$ cat config.mk
export PLATFORM = sky130hd
export DESIGN_NAME = ddr2_traffic_gen
export DESIGN_NICKNAME = d
export VERILOG_FILES = /design/src/mem_if_pkg.sv /design/src/traffic_pkg.sv /design/src/addr_sweep.sv /design/src/byte_lane_checker.sv /design/src/ddr2_traffic_gen.sv /design/src/pattern_control.sv /design/src/pnf_collector.sv /design/src/test_sequencer.sv
export SDC_FILE = /design/constraint.sdc
export NUM_CORES = 1
export LEC_CHECK = 0
export BUFFER_PORTS_ARGS = -buffer_cell sky130_fd_sc_hd__buf_2
export CAP_MARGIN = 20
export CORE_MARGIN = 2
export CORE_UTILIZATION = 55
export CTS_CLUSTER_DIAMETER = 80
export DETAILED_ROUTE_END_ITERATION = 8
export HOLD_SLACK_MARGIN = 0.1
export PLACE_DENSITY = 0.91
export SYNTH_ARGS = -nofsm -noshare
export SYNTH_HDL_FRONTEND = slang
export SYNTH_SLANG_ARGS = --single-unit
$ cat constraint.sdc
create_clock -name clk -period 6.95 [get_ports clk]
set_input_delay 0.695 -clock clk [delete_from_list [all_inputs] [get_ports clk]]
set_output_delay 0.695 -clock clk [all_outputs]
set_load 0.02 [all_outputs]
$ cat src/mem_if_pkg.sv
// Local port widths of the DDR2 controller.
// Fixed for a single chip of 13 row, 10 column and 2 bank bits
// on a 32-bit local data path with 4 byte enables.
package mem_if_pkg;

  parameter int row_w  = 13;
  parameter int col_w  = 10;
  parameter int bank_w = 2;
  parameter int data_w = 32;
  parameter int be_w   = 4;
  parameter int size_w = 7;

  typedef logic [row_w-1:0]  row_t;
  typedef logic [col_w-1:0]  col_t;
  typedef logic [bank_w-1:0] bank_t;
  typedef logic [data_w-1:0] data_t;
  typedef logic [be_w-1:0]   be_t;

  // burst size field, counts beats
  typedef logic [size_w-1:0] size_t;

endpackage

$ cat src/traffic_pkg.sv
// Test phases and data pattern constants for the traffic generator.
// Lane count must equal the number of byte enables on the local port.
// The LFSR is 8 bits wide and never reaches the all-zero state
// from a nonzero seed.
package traffic_pkg;

  parameter int num_lanes = 4;

  typedef logic [7:0] lane_t;

  // lane i seed = base + i * step
  parameter int lane_seed_base = 1;
  parameter int lane_seed_step = 10;

  // taps 8, 6, 5, 4 of a left-shifting LFSR
  parameter lane_t lfsr_taps = 8'b1011_1000;

  typedef enum logic [2:0] {
    idle,
    seq_write,
    seq_read,
    clear_write,
    be_write,
    be_read,
    drain
  } phase_t;

  function automatic logic is_write_phase(phase_t p);
    return (p == seq_write) || (p == clear_write) || (p == be_write);
  endfunction

  function automatic logic is_read_phase(phase_t p);
    return (p == seq_read) || (p == be_read);
  endfunction

endpackage

$ cat src/addr_sweep.sv
// Nested column, row and bank counter for the address sweep.
// Column steps by twice burst_len and wraps once it reaches max_col.
// Limits must fit the local port address widths.
module addr_sweep
  import mem_if_pkg::*;
#(
  parameter int max_row   = 3,
  parameter int max_col   = 16,
  parameter int max_bank  = 3,
  parameter int burst_len = 2
) (
  input  logic  clk,
  input  logic  reset_n,
  input  logic  addr_restart,
  input  logic  addr_step,
  output row_t  row,
  output col_t  col,
  output bank_t bank,
  output logic  at_last
);

  localparam int col_step = 2 * burst_len;

  logic col_wrap;
  logic row_wrap;
  logic bank_wrap;

  assign col_wrap  = (col >= col_t'(max_col));
  assign row_wrap  = (row == row_t'(max_row));
  assign bank_wrap = (bank == bank_t'(max_bank));
  assign at_last   = col_wrap & row_wrap & bank_wrap;

  always_ff @(posedge clk or negedge reset_n)
  begin
    if (!reset_n)
    begin
      row  <= '0;
      col  <= '0;
      bank <= '0;
    end
    else if (addr_restart)
    begin
      row  <= '0;
      col  <= '0;
      bank <= '0;
    end
    else if (addr_step)
    begin
      if (!col_wrap)
        col <= col + col_t'(col_step);
      else
      begin
        col <= '0;
        // carry into row, then bank
        if (!row_wrap)
          row <= row + row_t'(1);
        else
        begin
          row  <= '0;
          bank <= bank_wrap ? '0 : bank + bank_t'(1);
        end
      end
    end
  end

endmodule

$ cat src/byte_lane_checker.sv
// One byte lane: LFSR pattern source and read data compare.
// Bytes with be_bit low are expected to read back as zero.
// lane_ok is valid one cycle after each read beat.
module byte_lane_checker
  import traffic_pkg::*;
#(
  parameter lane_t seed = 8'd1
) (
  input  logic  clk,
  input  logic  reset_n,
  input  logic  lane_restart,
  input  logic  lane_step,
  input  logic  zero_data,
  input  logic  be_bit,
  input  lane_t rdata_byte,
  input  logic  rdata_valid,
  output lane_t wbyte,
  output logic  lane_ok,
  output logic  lane_ok_valid
);

  lane_t pattern;
  lane_t expected;

  assign wbyte    = zero_data ? '0 : pattern;
  assign expected = pattern & {8{be_bit}};

  // shift left, tap parity into bit 0
  always_ff @(posedge clk or negedge reset_n)
  begin
    if (!reset_n)
      pattern <= seed;
    else if (lane_restart)
      pattern <= seed;
    else if (lane_step)
      pattern <= {pattern[6:0], ^(pattern & lfsr_taps)};
  end

  always_ff @(posedge clk or negedge reset_n)
  begin
    if (!reset_n)
    begin
      lane_ok       <= 1'b1;
      lane_ok_valid <= 1'b0;
    end
    else
    begin
      lane_ok_valid <= rdata_valid;
      if (rdata_valid)
        lane_ok <= (rdata_byte == expected);
    end
  end

endmodule

$ cat src/ddr2_traffic_gen.sv
// Traffic generator for a DDR2 controller local port.
// Writes an LFSR pattern over an address sweep, reads it back and checks
// it per byte lane. Runs the sequential and byte-enable tests forever.
// Assumes one chip and a controller that returns burst_len beats per read
// request. Outputs hold while local_ready is low.
module ddr2_traffic_gen
  import mem_if_pkg::*, traffic_pkg::*;
#(
  parameter int max_row   = 3,
  parameter int max_col   = 16,
  parameter int max_bank  = 3,
  parameter int burst_len = 2
) (
  input  logic        clk,
  input  logic        reset_n,
  input  logic        local_ready,
  input  data_t       local_rdata,
  input  logic        local_rdata_valid,
  output logic        local_write_req,
  output logic        local_read_req,
  output logic        local_burstbegin,
  output row_t        local_row_addr,
  output col_t        local_col_addr,
  output bank_t       local_bank_addr,
  output size_t       local_size,
  output be_t         local_be,
  output data_t       local_wdata,
  output be_t         pnf_per_byte,
  output logic        pnf_persist,
  output logic        test_complete,
  output logic [7:0]  test_status
);

  phase_t               phase;
  logic                 phase_restart;
  logic                 write_beat;
  logic                 addr_restart;
  logic                 addr_step;
  logic                 at_last;
  logic                 lane_restart;
  logic                 lane_step;
  logic                 zero_data;
  logic [num_lanes-1:0] lane_ok;
  logic [num_lanes-1:0] lane_ok_valid;

  // every request carries a full burst
  assign local_size = size_t'(burst_len);

  test_sequencer #(
    .burst_len (burst_len)
  ) u_test_sequencer (
    .clk               (clk),
    .reset_n           (reset_n),
    .local_ready       (local_ready),
    .local_rdata_valid (local_rdata_valid),
    .at_last           (at_last),
    .write_req         (local_write_req),
    .read_req          (local_read_req),
    .burstbegin        (local_burstbegin),
    .phase             (phase),
    .phase_restart     (phase_restart),
    .write_beat        (write_beat),
    .addr_restart      (addr_restart),
    .addr_step         (addr_step),
    .test_complete     (test_complete),
    .test_status       (test_status)
  );

  addr_sweep #(
    .max_row   (max_row),
    .max_col   (max_col),
    .max_bank  (max_bank),
    .burst_len (burst_len)
  ) u_addr_sweep (
    .clk          (clk),
    .reset_n      (reset_n),
    .addr_restart (addr_restart),
    .addr_step    (addr_step),
    .row          (local_row_addr),
    .col          (local_col_addr),
    .bank         (local_bank_addr),
    .at_last      (at_last)
  );

  pattern_control u_pattern_control (
    .clk               (clk),
    .reset_n           (reset_n),
    .phase             (phase),
    .phase_restart     (phase_restart),
    .write_beat        (write_beat),
    .local_rdata_valid (local_rdata_valid),
    .lane_restart      (lane_restart),
    .lane_step         (lane_step),
    .zero_data         (zero_data),
    .be                (local_be)
  );

  //----------------------------------------------------------------------
  // one checker per byte lane
  //----------------------------------------------------------------------
  for (genvar i = 0; i < num_lanes; i++)
  begin : g_lane
    byte_lane_checker #(
      .seed (lane_t'(lane_seed_base + i * lane_seed_step))
    ) u_byte_lane_checker (
      .clk           (clk),
      .reset_n       (reset_n),
      .lane_restart  (lane_restart),
      .lane_step     (lane_step),
      .zero_data     (zero_data),
      .be_bit        (local_be[i]),
      .rdata_byte    (local_rdata[i*8 +: 8]),
      .rdata_valid   (local_rdata_valid),
      .wbyte         (local_wdata[i*8 +: 8]),
      .lane_ok       (lane_ok[i]),
      .lane_ok_valid (lane_ok_valid[i])
    );
  end

  pnf_collector u_pnf_collector (
    .clk           (clk),
    .reset_n       (reset_n),
    .lane_ok       (lane_ok),
    .lane_ok_valid (lane_ok_valid),
    .pnf_per_byte  (pnf_per_byte),
    .pnf_persist   (pnf_persist)
  );

endmodule

$ cat src/pattern_control.sv
// Pattern step rules and the walking byte enable.
// Lanes step on accepted write beats in pattern write phases and on
// read data beats in read phases. The clear pass writes zeros.
module pattern_control
  import mem_if_pkg::*, traffic_pkg::*;
(
  input  logic   clk,
  input  logic   reset_n,
  input  phase_t phase,
  input  logic   phase_restart,
  input  logic   write_beat,
  input  logic   local_rdata_valid,
  output logic   lane_restart,
  output logic   lane_step,
  output logic   zero_data,
  output be_t    be
);

  logic be_mode;
  logic write_pat;

  assign zero_data    = (phase == clear_write);
  assign be_mode      = (phase == be_write) || (phase == be_read);
  assign write_pat    = is_write_phase(phase) && !zero_data;
  assign lane_restart = phase_restart;
  assign lane_step    = (write_pat & write_beat) |
                        (is_read_phase(phase) & local_rdata_valid);

  // walking enable, one position per pattern step
  always_ff @(posedge clk or negedge reset_n)
  begin
    if (!reset_n)
      be <= '1;
    else if (!be_mode)
      be <= '1;
    else if (phase_restart)
      be <= be_t'(1);
    else if (lane_step)
      be <= {be[be_w-2:0], be[be_w-1]};
  end

endmodule

$ cat src/pnf_collector.sv
// Pass/fail collection over all byte lanes.
// pnf_per_byte holds the last result of each lane between beats.
// pnf_persist goes high on a passing first beat and, once low after
// a failure, stays low until reset.
module pnf_collector
  import mem_if_pkg::*, traffic_pkg::*;
(
  input  logic                 clk,
  input  logic                 reset_n,
  input  logic [num_lanes-1:0] lane_ok,
  input  logic [num_lanes-1:0] lane_ok_valid,
  output be_t                  pnf_per_byte,
  output logic                 pnf_persist
);

  logic seen_beat;
  logic beat_ok;

  // lanes without a result this cycle count as passing
  assign beat_ok = &(lane_ok | ~lane_ok_valid);

  always_ff @(posedge clk or negedge reset_n)
  begin
    if (!reset_n)
    begin
      pnf_per_byte <= '1;
      pnf_persist  <= 1'b0;
      seen_beat    <= 1'b0;
    end
    else
    begin
      for (int i = 0; i < num_lanes; i++)
      begin
        if (lane_ok_valid[i])
          pnf_per_byte[i] <= lane_ok[i];
      end
      if (|lane_ok_valid)
      begin
        seen_beat   <= 1'b1;
        pnf_persist <= seen_beat ? (pnf_persist & beat_ok) : beat_ok;
      end
    end
  end

endmodule

$ cat src/test_sequencer.sv
// Phase FSM and request generator.
// Write phases hold write_req for whole bursts of burst_len beats.
// Read phases issue requests back to back and close only when every
// requested beat has come back, so burst_len must match the controller.
// The outstanding count is 8 bits wide.
module test_sequencer
  import mem_if_pkg::*, traffic_pkg::*;
#(
  parameter int burst_len = 2
) (
  input  logic       clk,
  input  logic       reset_n,
  input  logic       local_ready,
  input  logic       local_rdata_valid,
  input  logic       at_last,
  output logic       write_req,
  output logic       read_req,
  output logic       burstbegin,
  output phase_t     phase,
  output logic       phase_restart,
  output logic       write_beat,
  output logic       addr_restart,
  output logic       addr_step,
  output logic       test_complete,
  output logic [7:0] test_status
);

  size_t      beat_cnt;
  logic       rd_issued;
  logic [7:0] outstanding;
  logic [7:0] out_next;
  logic       wr_acc;
  logic       rd_acc;
  logic       last_beat;

  function automatic phase_t next_phase(phase_t p);
    case (p)
      seq_write:   return seq_read;
      seq_read:    return clear_write;
      clear_write: return be_write;
      be_write:    return be_read;
      be_read:     return drain;
      default:     return seq_write;
    endcase
  endfunction

  assign wr_acc    = write_req & local_ready;
  assign rd_acc    = read_req & local_ready;
  assign last_beat = (beat_cnt == size_t'(burst_len - 1));

  assign write_beat   = wr_acc;
  // one address step per burst, after its last write beat
  assign addr_step    = (wr_acc & last_beat) | rd_acc;
  assign addr_restart = phase_restart;
  assign burstbegin   = (write_req & (beat_cnt == '0)) | read_req;

  always_comb
  begin
    test_status    = '0;
    test_status[0] = (phase == seq_write) || (phase == seq_read);
    test_status[2] = (phase == clear_write) || (phase == be_write) || (phase == be_read);
    test_status[7] = test_complete;
  end

  // beats still owed by the controller
  always_comb
  begin
    out_next = outstanding;
    if (rd_acc)
      out_next = out_next + 8'(burst_len);
    if (local_rdata_valid && (out_next != '0))
      out_next = out_next - 8'd1;
  end

  //----------------------------------------------------------------------
  // phase FSM
  //----------------------------------------------------------------------
  always_ff @(posedge clk or negedge reset_n)
  begin
    if (!reset_n)
    begin
      phase         <= idle;
      phase_restart <= 1'b0;
      write_req     <= 1'b0;
      read_req      <= 1'b0;
      beat_cnt      <= '0;
      rd_issued     <= 1'b0;
      outstanding   <= '0;
      test_complete <= 1'b0;
    end
    else
    begin
      outstanding   <= out_next;
      phase_restart <= 1'b0;
      if (phase_restart)
      begin
        // new phase begins, raise its request
        beat_cnt  <= '0;
        rd_issued <= 1'b0;
        write_req <= is_write_phase(phase);
        read_req  <= is_read_phase(phase);
      end
      else
      begin
        case (phase)
          idle:
          begin
            phase         <= seq_write;
            phase_restart <= 1'b1;
          end
          seq_write, clear_write, be_write:
          begin
            if (wr_acc)
            begin
              if (last_beat)
              begin
                beat_cnt <= '0;
                if (at_last)
                begin
                  write_req     <= 1'b0;
                  phase         <= next_phase(phase);
                  phase_restart <= 1'b1;
                end
              end
              else
                beat_cnt <= beat_cnt + size_t'(1);
            end
          end
          seq_read, be_read:
          begin
            if (rd_acc && at_last)
            begin
              read_req  <= 1'b0;
              rd_issued <= 1'b1;
            end
            else if (rd_issued && (outstanding == '0))
            begin
              phase         <= next_phase(phase);
              phase_restart <= 1'b1;
            end
          end
          drain:
          begin
            if (outstanding == '0)
            begin
              test_complete <= 1'b1;
              phase         <= seq_write;
              phase_restart <= 1'b1;
            end
          end
          default:
            phase <= idle;
        endcase
      end
    end
  end

endmodule

==> impl_metrics.env, run 1 <==
export IMPL_status="finished, final reports clean"
export IMPL_worstMarginPinSlew_ns=0.778
export IMPL_firstDrtPassIters=5
export IMPL_power_density_nw_per_um2=293
export IMPL_critical_path_max_stage_delay_ns=0.73
export IMPL_nNetsFinal=766
export IMPL_hold_viol=0
export IMPL_synth_seq_cells=93
export IMPL_syn_inst=642
export IMPL_fin_tns_setup_ns=0
export IMPL_fin_total_pwr_uw=1850
export IMPL_synth_distinct_cells=70
export IMPL_areaGrowthSynthToFinish_pct=12.7
export IMPL_required_ns=6.25
export IMPL_syn_avg_cell_area_um2=8.74
export IMPL_grt_pass1_wl_mm=24.3
export IMPL_diodes=0
export IMPL_place_hpwl_mm=10.4
export IMPL_wire_per_inst_um=17.1
export IMPL_critPathSlowestCell="nand3_1"
export IMPL_p_int_uw=1080
export IMPL_grt_setup_unrepaired="no"
export IMPL_worstPathArrival_ns=2.64
export IMPL_grt_overflow_total=0
export IMPL_vias=5294
export IMPL_ys_flop_type="dfrtp_1"
export IMPL_die_h_um=105
export IMPL_drive_gt1_frac=0.230
export IMPL_fin_skew_ns=0.0122
export IMPL_finalWeightedCongestion=0.918
export IMPL_setup_viol=0
export IMPL_numCtsBuffers=9
export IMPL_post_cts_buffers=0
export IMPL_port_buffers=106
export IMPL_p_comb_frac=0.375
export IMPL_cts_tree="built"
export IMPL_track_usage=0.269
export IMPL_grt_max_degree=52
export IMPL_slew_viol_final=0
export IMPL_grt_pass1_vias=4917
export IMPL_seq_power_share=0.435
export IMPL_die_area_um2=11000
export IMPL_clkTransAtPathRegs_ns=0.10
export IMPL_hold_buffers=0
export IMPL_power_share_clock=0.190
export IMPL_synth_edff_count=0
export IMPL_ant_nets=0
export IMPL_period_share=0.481
export IMPL_swShare=0.417
export IMPL_start_util=0.571
export IMPL_path_class="reg2out"
export IMPL_max_clock_path_buffers=2
export IMPL_maxCapViolCount=0
export IMPL_synth_area_um2=5610
export IMPL_antenna_found_initial=0
export IMPL_cts_sinks=93
export IMPL_wirelength_mm=14.7
export IMPL_die_x_um=105
export IMPL_root_buffer="clkbuf_8"
export IMPL_synthArstFlopShare=1.00
export IMPL_period_minus_slack_ns=3.34
export IMPL_cts_resized=0
export IMPL_ys_warn_count=0
export IMPL_drtIter0Drc=493
export IMPL_p_sw_uw=772
export IMPL_drc=0
export IMPL_endpoint_kind="output port"
export IMPL_worst_setup_path_start_kind="flip-flop"
export IMPL_ys_seq_area_frac=0.420
export IMPL_slew_headroom=0.480
export IMPL_htree_num_levels=3
export IMPL_io_pins=121
export IMPL_path_max_fanout=20
export IMPL_hp_class="in2async"
export IMPL_via_per_inst=6.17
export IMPL_ir_worst_vdd_mv=0.184
export IMPL_num_rows=36
export IMPL_power_leakage_uw=0.00291
export IMPL_coreArea_um2=9820
export IMPL_worstPathCellList="clkinv_1 -> nand3_1 -> o21ai_0 -> buf_2"
export IMPL_max_freq_ghz=0.299
export IMPL_clk_latency_ns=0.38
## Yosys cell counts, drive strengths merged, types with 7 or more instances
cell type / n / area share
o21ai: 75 / 0.068
dfrtp: 69 / 0.31
nand2: 59 / 0.039
nand3: 44 / 0.039
nor2: 39 / 0.026
clkbuf: 32 / 0.022
and2: 28 / 0.031
inv: 28 / 0.019
dfstp: 24 / 0.11
buf: 23 / 0.029
a31oi: 22 / 0.025
xnor2: 21 / 0.033
a21oi: 18 / 0.016
o31ai: 16 / 0.021
xor2: 11 / 0.017
ha: 10 / 0.022
and3: 8 / 0.0089
nand3b: 7 / 0.0094
nor3: 7 / 0.0062
nor4: 7 / 0.0078
## area by class of cell
class | count | area (um^2)
clock buffer | 9 | 124
clock inverter | 7 | 62.6
fill | 814 | 3490
inverter | 29 | 109
multi-input combinational | 477 | 2920
sequential | 93 | 2360
tap | 133 | 166
timing repair buffer | 110 | 583
## registers in the layout, summed over array words and instances (netlist names), 3 cells and up
signal	count
g_lane.u_byte_lane_checker.pattern	32
u_addr_sweep.row	13
u_addr_sweep.col	8
u_test_sequencer.outstanding	8
u_test_sequencer.beat_cnt	7
g_lane.u_byte_lane_checker.lane_ok	4
u_pattern_control.be	4
u_pnf_collector.pnf_per_byte	4
u_test_sequencer.phase	3
## per-layer routing
layer  share of wire  track usage  vias to the layer above
li1                -            -                     2452
met5               0            0                        -
met3           0.074       0.0437                       43
met1            0.41        0.355                     2530
met4           0.033        0.110                        0
met2            0.49        0.441                      269
## layout by cell type, fill, tap and decap left out, types with 4 or more instances in the layout
cell      netlist  routed
ha_1           10      10
a21oi_1        18      18
dfstp_2        24      24
nand2_1        59      59
conb_1          2      14
and2_1         24      24
o21ai_0        72      72
mux2_2          4       4
nand3_1        44      44
a31oi_1        22      22
clkbuf_8        0       9
nand3b_1        7       7
o31ai_1        16      16
nor3_1          7       7
a22oi_1         6       6
nand2b_1        5       5
inv_1          28      28
o22ai_1         4       4
xor2_1         11      11
inv_6           0       4
buf_2           3     105
and3_1          8       8
xnor2_1        21      21
nor2_1         39      39
buf_4          19       4
nand4_1         6       6
dfrtp_1        69      69
nor4_1          7       7
## per-stage QoR
stage	setup WS [ns]	hold WS [ns]	cell area [um^2]	util	std cells
floorplan	4.37	0.399	5660	-	654
global placement	3.97	0.453	6110	0.622	841
detailed placement	3.70	0.459	6110	0.622	841
CTS	3.63	0.316	6300	0.641	857
global route	3.39	0.350	6320	0.644	858
finish	3.61	0.297	6320	0.644	858
## power by group through the flow
stage | combinational, uW | clock (uW) | sequential (uW)
6_report | 694 | 352 | 805
3_3_place_gp | 648 | 0 | 800
4_1_cts | 688 | 354 | 800
2_1_floorplan | 498 | 0 | 776
5_1_grt | 768 | 377 | 824
3_5_place_dp | 682 | 0 | 808
## worst max-delay path, delay by kind of cell (launching register included)
| family | cells | cell delay, ns |
|---|---|---|
| AOI/OAI and AO/OA | 1 | 0.39 |
| buffers and inverters | 2 | 0.69 |
| DFF | 1 | 0.46 |
| and+or+nand+nor | 1 | 0.73 |
## logic make-up after synthesis
| family | Yosys count | share of synthesized area |
|---|---|---|
| xor gates and xnor gates | 32 | 0.0500 |
| DFF | 93 | 0.420 |
| muxes | 8 | 0.0161 |
| AOI/OAI and AO/OA | 184 | 0.210 |
| other | 2 | 0.00134 |
| buffers and inverters | 84 | 0.0700 |
| and+or+nand+nor | 229 | 0.211 |
| adders and majority gates | 10 | 0.0223 |
## worst paths after layout
kind | start | endpoint | slack [ns] | cells after the start
hold / removal | reset_n | g_lane[0].u_byte_lane_checker.pattern[2] | 0.30 | 1
setup reg to reg | u_test_sequencer.phase[1] | u_pattern_control.be[2] | 3.99 | 6
min in group clk | u_pnf_collector.seen_beat | u_pnf_collector.seen_beat | 0.48 | 1
hold reg to reg | u_pnf_collector.seen_beat | u_pnf_collector.seen_beat | 0.48 | 1
max in group asynchronous | reset_n | g_lane[3].u_byte_lane_checker.pattern[6] | 5.63 | 2
setup / recovery | u_test_sequencer.phase[2] | test_status[2] | 3.61 | 4
Note: power is estimated with default switching activity, not from simulation.
==> run 2, diff against run 1 <==
- ABC_AREA: not set -> 1
- CORE_UTILIZATION: 55 -> 50
- PLACE_DENSITY: 0.91 -> 0.87
- clock period: 6.95 -> 2.83 ns (I/O delays scaled with it)
==> impl_metrics.env, run 2 <==
export IMPL_ir_worst_vdd_mv=0.420
export IMPL_synthArstFlopShare=1.00
export IMPL_path_class="reg2reg"
export IMPL_finalWeightedCongestion=0.934
export IMPL_place_hpwl_mm=10.1
export IMPL_place_ws_ns=0.736
export IMPL_ant_nets=0
export IMPL_syn_inst=793
export IMPL_yosys_top_cells_area="dfrtp_1 (30%), nand2_1 (12%), dfstp_2 (11%)"
export IMPL_period_minus_slack_ns=2.15
export IMPL_clkTransAtPathRegs_ns=0.07
export IMPL_start_util=0.509
export IMPL_setup_ws_ns=0.680
export IMPL_num_rows=39
export IMPL_fin_tns_setup_ns=0
export IMPL_die_h_um=111
export IMPL_synthAdderAreaFrac=0.0217
export IMPL_worst_setup_path_start_kind="flip-flop"
export IMPL_synth_top_family_by_area="simple AND/OR/NAND/NOR gates"
export IMPL_htree_num_levels=3
export IMPL_max_freq_ghz=0.465
export IMPL_synth_area_leader_cell="dfrtp_1"
export IMPL_mostFrequentLayoutCells="nand2_1 (183), buf_2 (105), inv_1 (101)"
export IMPL_status="finished, final reports clean"
export IMPL_nNetsFinal=933
export IMPL_antenna_found_initial=0
export IMPL_drtIter0Drc=417
export IMPL_post_cts_buffers=0
export IMPL_worstPathArrival_ns=2.41
export IMPL_synthTopCellsByCount="nand2_1 (183), inv_1 (101), nor2_1 (88)"
export IMPL_hp_class="in2reg"
export IMPL_slew_headroom=0.516
export IMPL_via_per_inst=5.19
export IMPL_hold_viol=0
export IMPL_clk_latency_ns=0.34
export IMPL_filler_cell_count=1065
export IMPL_path_max_fanout=20
export IMPL_required_ns=3.09
export IMPL_slew_viol_final=0
export IMPL_die_x_um=111
export IMPL_design_area_um2=6650
export IMPL_io_pins=121
export IMPL_synth_compound_area_frac=0.107
export IMPL_synth_distinct_cells=36
export IMPL_multi_input_area_um2=2780
export IMPL_max_clock_path_buffers=2
export IMPL_synth_xor_area_frac=0.0471
export IMPL_largest_reg_flops=32
export IMPL_synth_seq_cells=93
export IMPL_endpoint_kind="flip-flop"
export IMPL_hold_buffers=1
export IMPL_ys_warn_count=0
export IMPL_root_buffer="clkbuf_16"
export IMPL_power_density_nw_per_um2=738
export IMPL_diodes=0
export IMPL_die_area_um2=12400
export IMPL_cts_sinks=93
export IMPL_synth_simple_area_share=0.297
export IMPL_largest_register="g_lane.u_byte_lane_checker.pattern"
export IMPL_grt_pass1_wl_mm=23.2
export IMPL_drive_gt1_frac=0.194
export IMPL_setup_viol=0
export IMPL_period_share=0.760
export IMPL_coreArea_um2=11300
export IMPL_vias=5370
export IMPL_layout_cells_most_common="nand2_1"
export IMPL_numCtsBuffers=9
export IMPL_cts_tree="built"
export IMPL_ys_flop_type="dfrtp_1"
export IMPL_ys_seq_area_frac=0.409
export IMPL_synth_edff_count=0
export IMPL_synth_mux_area_frac=0
export IMPL_cts_resized=0
export IMPL_seq_area_um2=2360
export IMPL_track_usage=0.226
export IMPL_maxCapViolCount=0
export IMPL_grt_max_degree=49
export IMPL_synth_area_um2=5770
export IMPL_wire_per_inst_um=13.4
export IMPL_synth_top_area_share=0.299
export IMPL_worstMarginPinSlew_ns=0.724
export IMPL_fin_skew_ns=0.00986
export IMPL_firstDrtPassIters=5
export IMPL_yosysMostFrequentCell="nand2_1"
export IMPL_grt_setup_unrepaired="no"
export IMPL_areaGrowthSynthToFinish_pct=15.3
export IMPL_port_buffers=106
export IMPL_reg_top3="g_lane.u_byte_lane_checker.pattern (32), u_addr_sweep.row (13)"
export IMPL_drc=0
export IMPL_place_area_um2=6320
export IMPL_power_leakage_uw=0.00348
export IMPL_grt_overflow_total=0
export IMPL_grt_pass1_vias=5033
export IMPL_syn_avg_cell_area_um2=7.27
export IMPL_wirelength_mm=13.9
-- run 2: cell count changes after synthesis, sizes merged, moves of 22 or more --
| cell | previous run | this run |
|---|---|---|
| and2 | 28 | 0 |
| nand2 | 59 | 184 |
| nand3 | 44 | 70 |
| inv | 28 | 108 |
| nor2 | 39 | 93 |
| a31oi | 22 | 0 |
-- run 2: kinds of logic after synthesis --
| kind of cell | after synthesis |
|---|---|
| adder cells (fa/ha/maj) | 10 |
| XOR/XNOR | 31 |
| other | 2 |
| AO/OA/AOI/OAI | 115 |
| AND/OR/NAND/NOR | 391 |
| buffers and inverters | 151 |
| flip-flops | 93 |
-- run 2: worst paths after layout --
path | from | to | slack, ns | cells after the start
worst min register to register | u_pnf_collector.pnf_per_byte[2] | u_pnf_collector.pnf_per_byte[2] | 0.46 | 2
worst min-delay path | local_rdata_valid | g_lane[3].u_byte_lane_checker.lane_ok_valid | 0.18 | 1
max in group asynchronous | reset_n | g_lane[3].u_byte_lane_checker.lane_ok | 1.61 | 3
worst max register to register | u_test_sequencer.phase[1] | g_lane[2].u_byte_lane_checker.pattern[7] | 0.68 | 9
min in group asynchronous | reset_n | u_addr_sweep.col[9] | 0.50 | 2
worst max-delay path | u_test_sequencer.phase[1] | g_lane[2].u_byte_lane_checker.pattern[7] | 0.68 | 9
-- run 2: per-stage QoR --
step	instances	hold WS [ns]	power, uW	utilization
finish	1035	0.184	4900	0.587
global placement	1018	0.338	3580	0.558
floorplan	805	-0.0126	3160	-
detailed placement	1018	0.341	3640	0.558
global route	1035	0.167	5250	0.587
CTS	1035	0.170	4920	0.587
-- run 2: power breakdown --
| group | switching (uW) | internal (uW) |
|---|---|---|
| Combinational | 1110 | 633 |
| Sequential | 263 | 1630 |
| Clock | 521 | 743 |
| Total | 1890 | 3010 |
-- run 2: cell type report --
type                            instances  area share
Inverter                              108      0.0610
Timing Repair Buffer                  114      0.0915
Tap cell                              143      0.0269
Clock inverter                          6      0.0104
Sequential cell                        93       0.355
Multi-Input combinational cell        561       0.418
Clock buffer                           10      0.0377
-- run 2: routing by layer --
layer  part of all wire  routed length, um  global-route usage  vias to the layer above
met5                  0                  0                   0                        -
met2               0.47               6480               0.371                      144
met1               0.47               6460               0.307                     2520
li1                   -                  -                   -                     2688
met4              0.016                228              0.0782                        0
met3              0.050                692              0.0348                       18
-- run 2: worst max-delay path: stages (launching register included) --
cell and delay, ns:
dfrtp_1 0.46, inv_2 0.08, nor3_4 0.17, buf_4 0.20, nor2_4 0.07, nor2_4 0.15, nand2_2 0.09, nand2_1 0.55
nand3_1 0.17, o21ai_1 0.13
==> run 3, diff against run 2 <==
- ABC_AREA: 1 -> 0
- clock period: 2.83 -> 1.94 ns (I/O delays scaled with it)
==> impl_metrics.env, run 3 (same netlist as run 1, synthesis figures left out) <==
export IMPL_slew_headroom=0.611
export IMPL_ir_worst_vdd_mv=0.762
export IMPL_critPathSlowestCell="or4_4"
export IMPL_grt_max_degree=45
export IMPL_power_density_nw_per_um2=958
export IMPL_drtIter0Drc=718
export IMPL_areaGrowthSynthToFinish_pct=36.8
export IMPL_period_minus_slack_ns=2.23
export IMPL_ant_nets=0
export IMPL_root_buffer="clkbuf_8"
export IMPL_worstMarginPinSlew_ns=0.583
export IMPL_status="finished with violations"
export IMPL_setup_ws_ns=-0.291
export IMPL_max_freq_ghz=0.448
export IMPL_clkTransAtPathRegs_ns=0.09
export IMPL_layout_cells_most_common="buf_2"
export IMPL_via_per_inst=6.17
export IMPL_place_area_um2=6760
export IMPL_violations="negative setup slack"
export IMPL_fin_tns_setup_ns=-3.20
export IMPL_max_clock_path_buffers=2
export IMPL_grt_pass1_wl_mm=26.3
export IMPL_die_h_um=110
export IMPL_power_leakage_uw=0.00358
export IMPL_port_buffers=106
export IMPL_drive_gt1_frac=0.423
export IMPL_drc=0
export IMPL_worstPathCellList="or4_4 -> nor4b_4 -> a31oi_1 -> a311oi_2 -> o21ai_2 -> mux2_4"
export IMPL_hold_start="local_rdata[19]"
export IMPL_fin_skew_ns=0.0179
export IMPL_worstPathArrival_ns=2.49
export IMPL_hp_class="in2reg"
export IMPL_slew_viol_final=0
export IMPL_grt_overflow_total=0
export IMPL_antenna_found_initial=0
export IMPL_hold_viol=0
export IMPL_mostFrequentLayoutCells="buf_2 (104), buf_4 (89), dfrtp_1 (62)"
export IMPL_maxCapViolCount=0
export IMPL_coreArea_um2=10900
export IMPL_whs_ns=0.115
export IMPL_worst_r2r_setup_slack_ns=-0.29
export IMPL_worst_r2r_endpoint="u_test_sequencer.phase[2]"
export IMPL_reg_top3="g_lane.u_byte_lane_checker.pattern (32), u_addr_sweep.row (13)"
export IMPL_place_hpwl_mm=11.4
export IMPL_rr_worst_depth=6
export IMPL_htree_num_levels=3
export IMPL_finalWeightedCongestion=0.896
export IMPL_worst_setup_path_start_kind="flip-flop"
export IMPL_setup_viol=27
export IMPL_num_rows=38
export IMPL_numCtsBuffers=9
export IMPL_required_ns=2.20
export IMPL_min_path_cells=4
export IMPL_path_max_fanout=3
export IMPL_largest_reg_flops=32
export IMPL_critical_path_max_stage_delay_ns=0.54
export IMPL_filler_cell_count=708
export IMPL_diodes=0
export IMPL_wire_per_inst_um=19.1
export IMPL_cts_tree="built"
export IMPL_grt_pass1_vias=5491
export IMPL_endpoint_kind="flip-flop"
export IMPL_start_util=0.515
export IMPL_path_class="reg2reg"
export IMPL_track_usage=0.280
export IMPL_grt_setup_unrepaired="yes"
export IMPL_cts_sinks=93
export IMPL_timing_rr_start="u_addr_sweep.row[10]"
export IMPL_period_share=1.15
export IMPL_die_area_um2=12100
export IMPL_firstDrtPassIters=5
export IMPL_whs_endpoint="g_lane[2].u_byte_lane_checker.lane_ok"
export IMPL_nNetsFinal=869
export IMPL_vias=5973
export IMPL_die_x_um=110
export IMPL_largest_register="g_lane.u_byte_lane_checker.pattern"
export IMPL_clk_latency_ns=0.38
export IMPL_wirelength_mm=18.5
export IMPL_io_pins=121
export IMPL_place_ws_ns=-0.263
export IMPL_design_area_um2=7670
## run 3: changes by cell type in the layout (fill, tap and decap cells not counted), sizes merged, moves of 21 or more
cell and delta:
o21ai -21, a31oi +22, inv -78, nor2 -54, buf +94, and2 +28
nand3 -26, nand2 -125
## run 3: stage by stage
stage               std cells  utilization  total power (uW)
floorplan                 654            -              4640
global placement          922        0.621              5520
detailed placement        922        0.621              5690
CTS                       952        0.665              7020
global route              968        0.705              7780
finish                    968        0.705              7350
## run 3: cell type report
| class | instances | area, um^2 | share of cell area |
|---|---|---|---|
| multi-input combinational | 478 | 3370 | 0.439 |
| sequential | 93 | 2370 | 0.308 |
| timing repair buffer | 212 | 1480 | 0.193 |
| tap | 140 | 175 | 0.0228 |
| clock buffer | 11 | 141 | 0.0184 |
| inverter | 29 | 109 | 0.0142 |
| clock inverter | 5 | 33.8 | 0.00440 |
## run 3: timing repair
action                                 in CTS  in global routing
endpoints found under the hold margin      37                  0
resized for setup                          51                 86
hold buffers                                1                  0
pin swaps                                  23                 25
setup endpoints to repair                  69                 72
setup buffers                              10                 12
gates cloned                                3                  5
## run 3: worst max-delay path, delay by kind of cell (launching register included)
| family | cells | cell delay, ns |
|---|---|---|
| multiplexers | 1 | 0.31 |
| AND/OR/NAND/NOR | 2 | 0.88 |
| AO/OA/AOI/OAI | 3 | 0.51 |
| flip-flops | 1 | 0.41 |
## run 3: power breakdown
part	internal (uW)	switching, uW	leakage, uW
Clock	506	723	0.0000906
Combinational	1460	1820	0.00236
Sequential	2380	458	0.00113
## run 3: how the worst max path moves through the flow
stage / start / end / slack, ns / depth (start not counted)
global placement: u_addr_sweep.row[5] / u_test_sequencer.phase[2] / -0.20 / 6
global route: u_addr_sweep.row[10] / u_test_sequencer.phase[2] / -0.40 / 6
detailed placement: u_addr_sweep.row[5] / u_test_sequencer.phase[2] / -0.26 / 6
CTS: u_addr_sweep.row[10] / u_test_sequencer.phase[2] / -0.27 / 6
floorplan: u_addr_sweep.row[5] / u_test_sequencer.phase[2] / -0.30 / 6
finish: u_addr_sweep.row[10] / u_test_sequencer.phase[2] / -0.29 / 6
## run 3: routing by layer
metal / track usage / share of wire / vias up
met5: 0 / 0 / -
met4: 0.113 / 0.043 / 0
met3: 0.0504 / 0.087 / 81
met2: 0.495 / 0.51 / 366
met1: 0.335 / 0.36 / 2874
li1: - / - / 2652
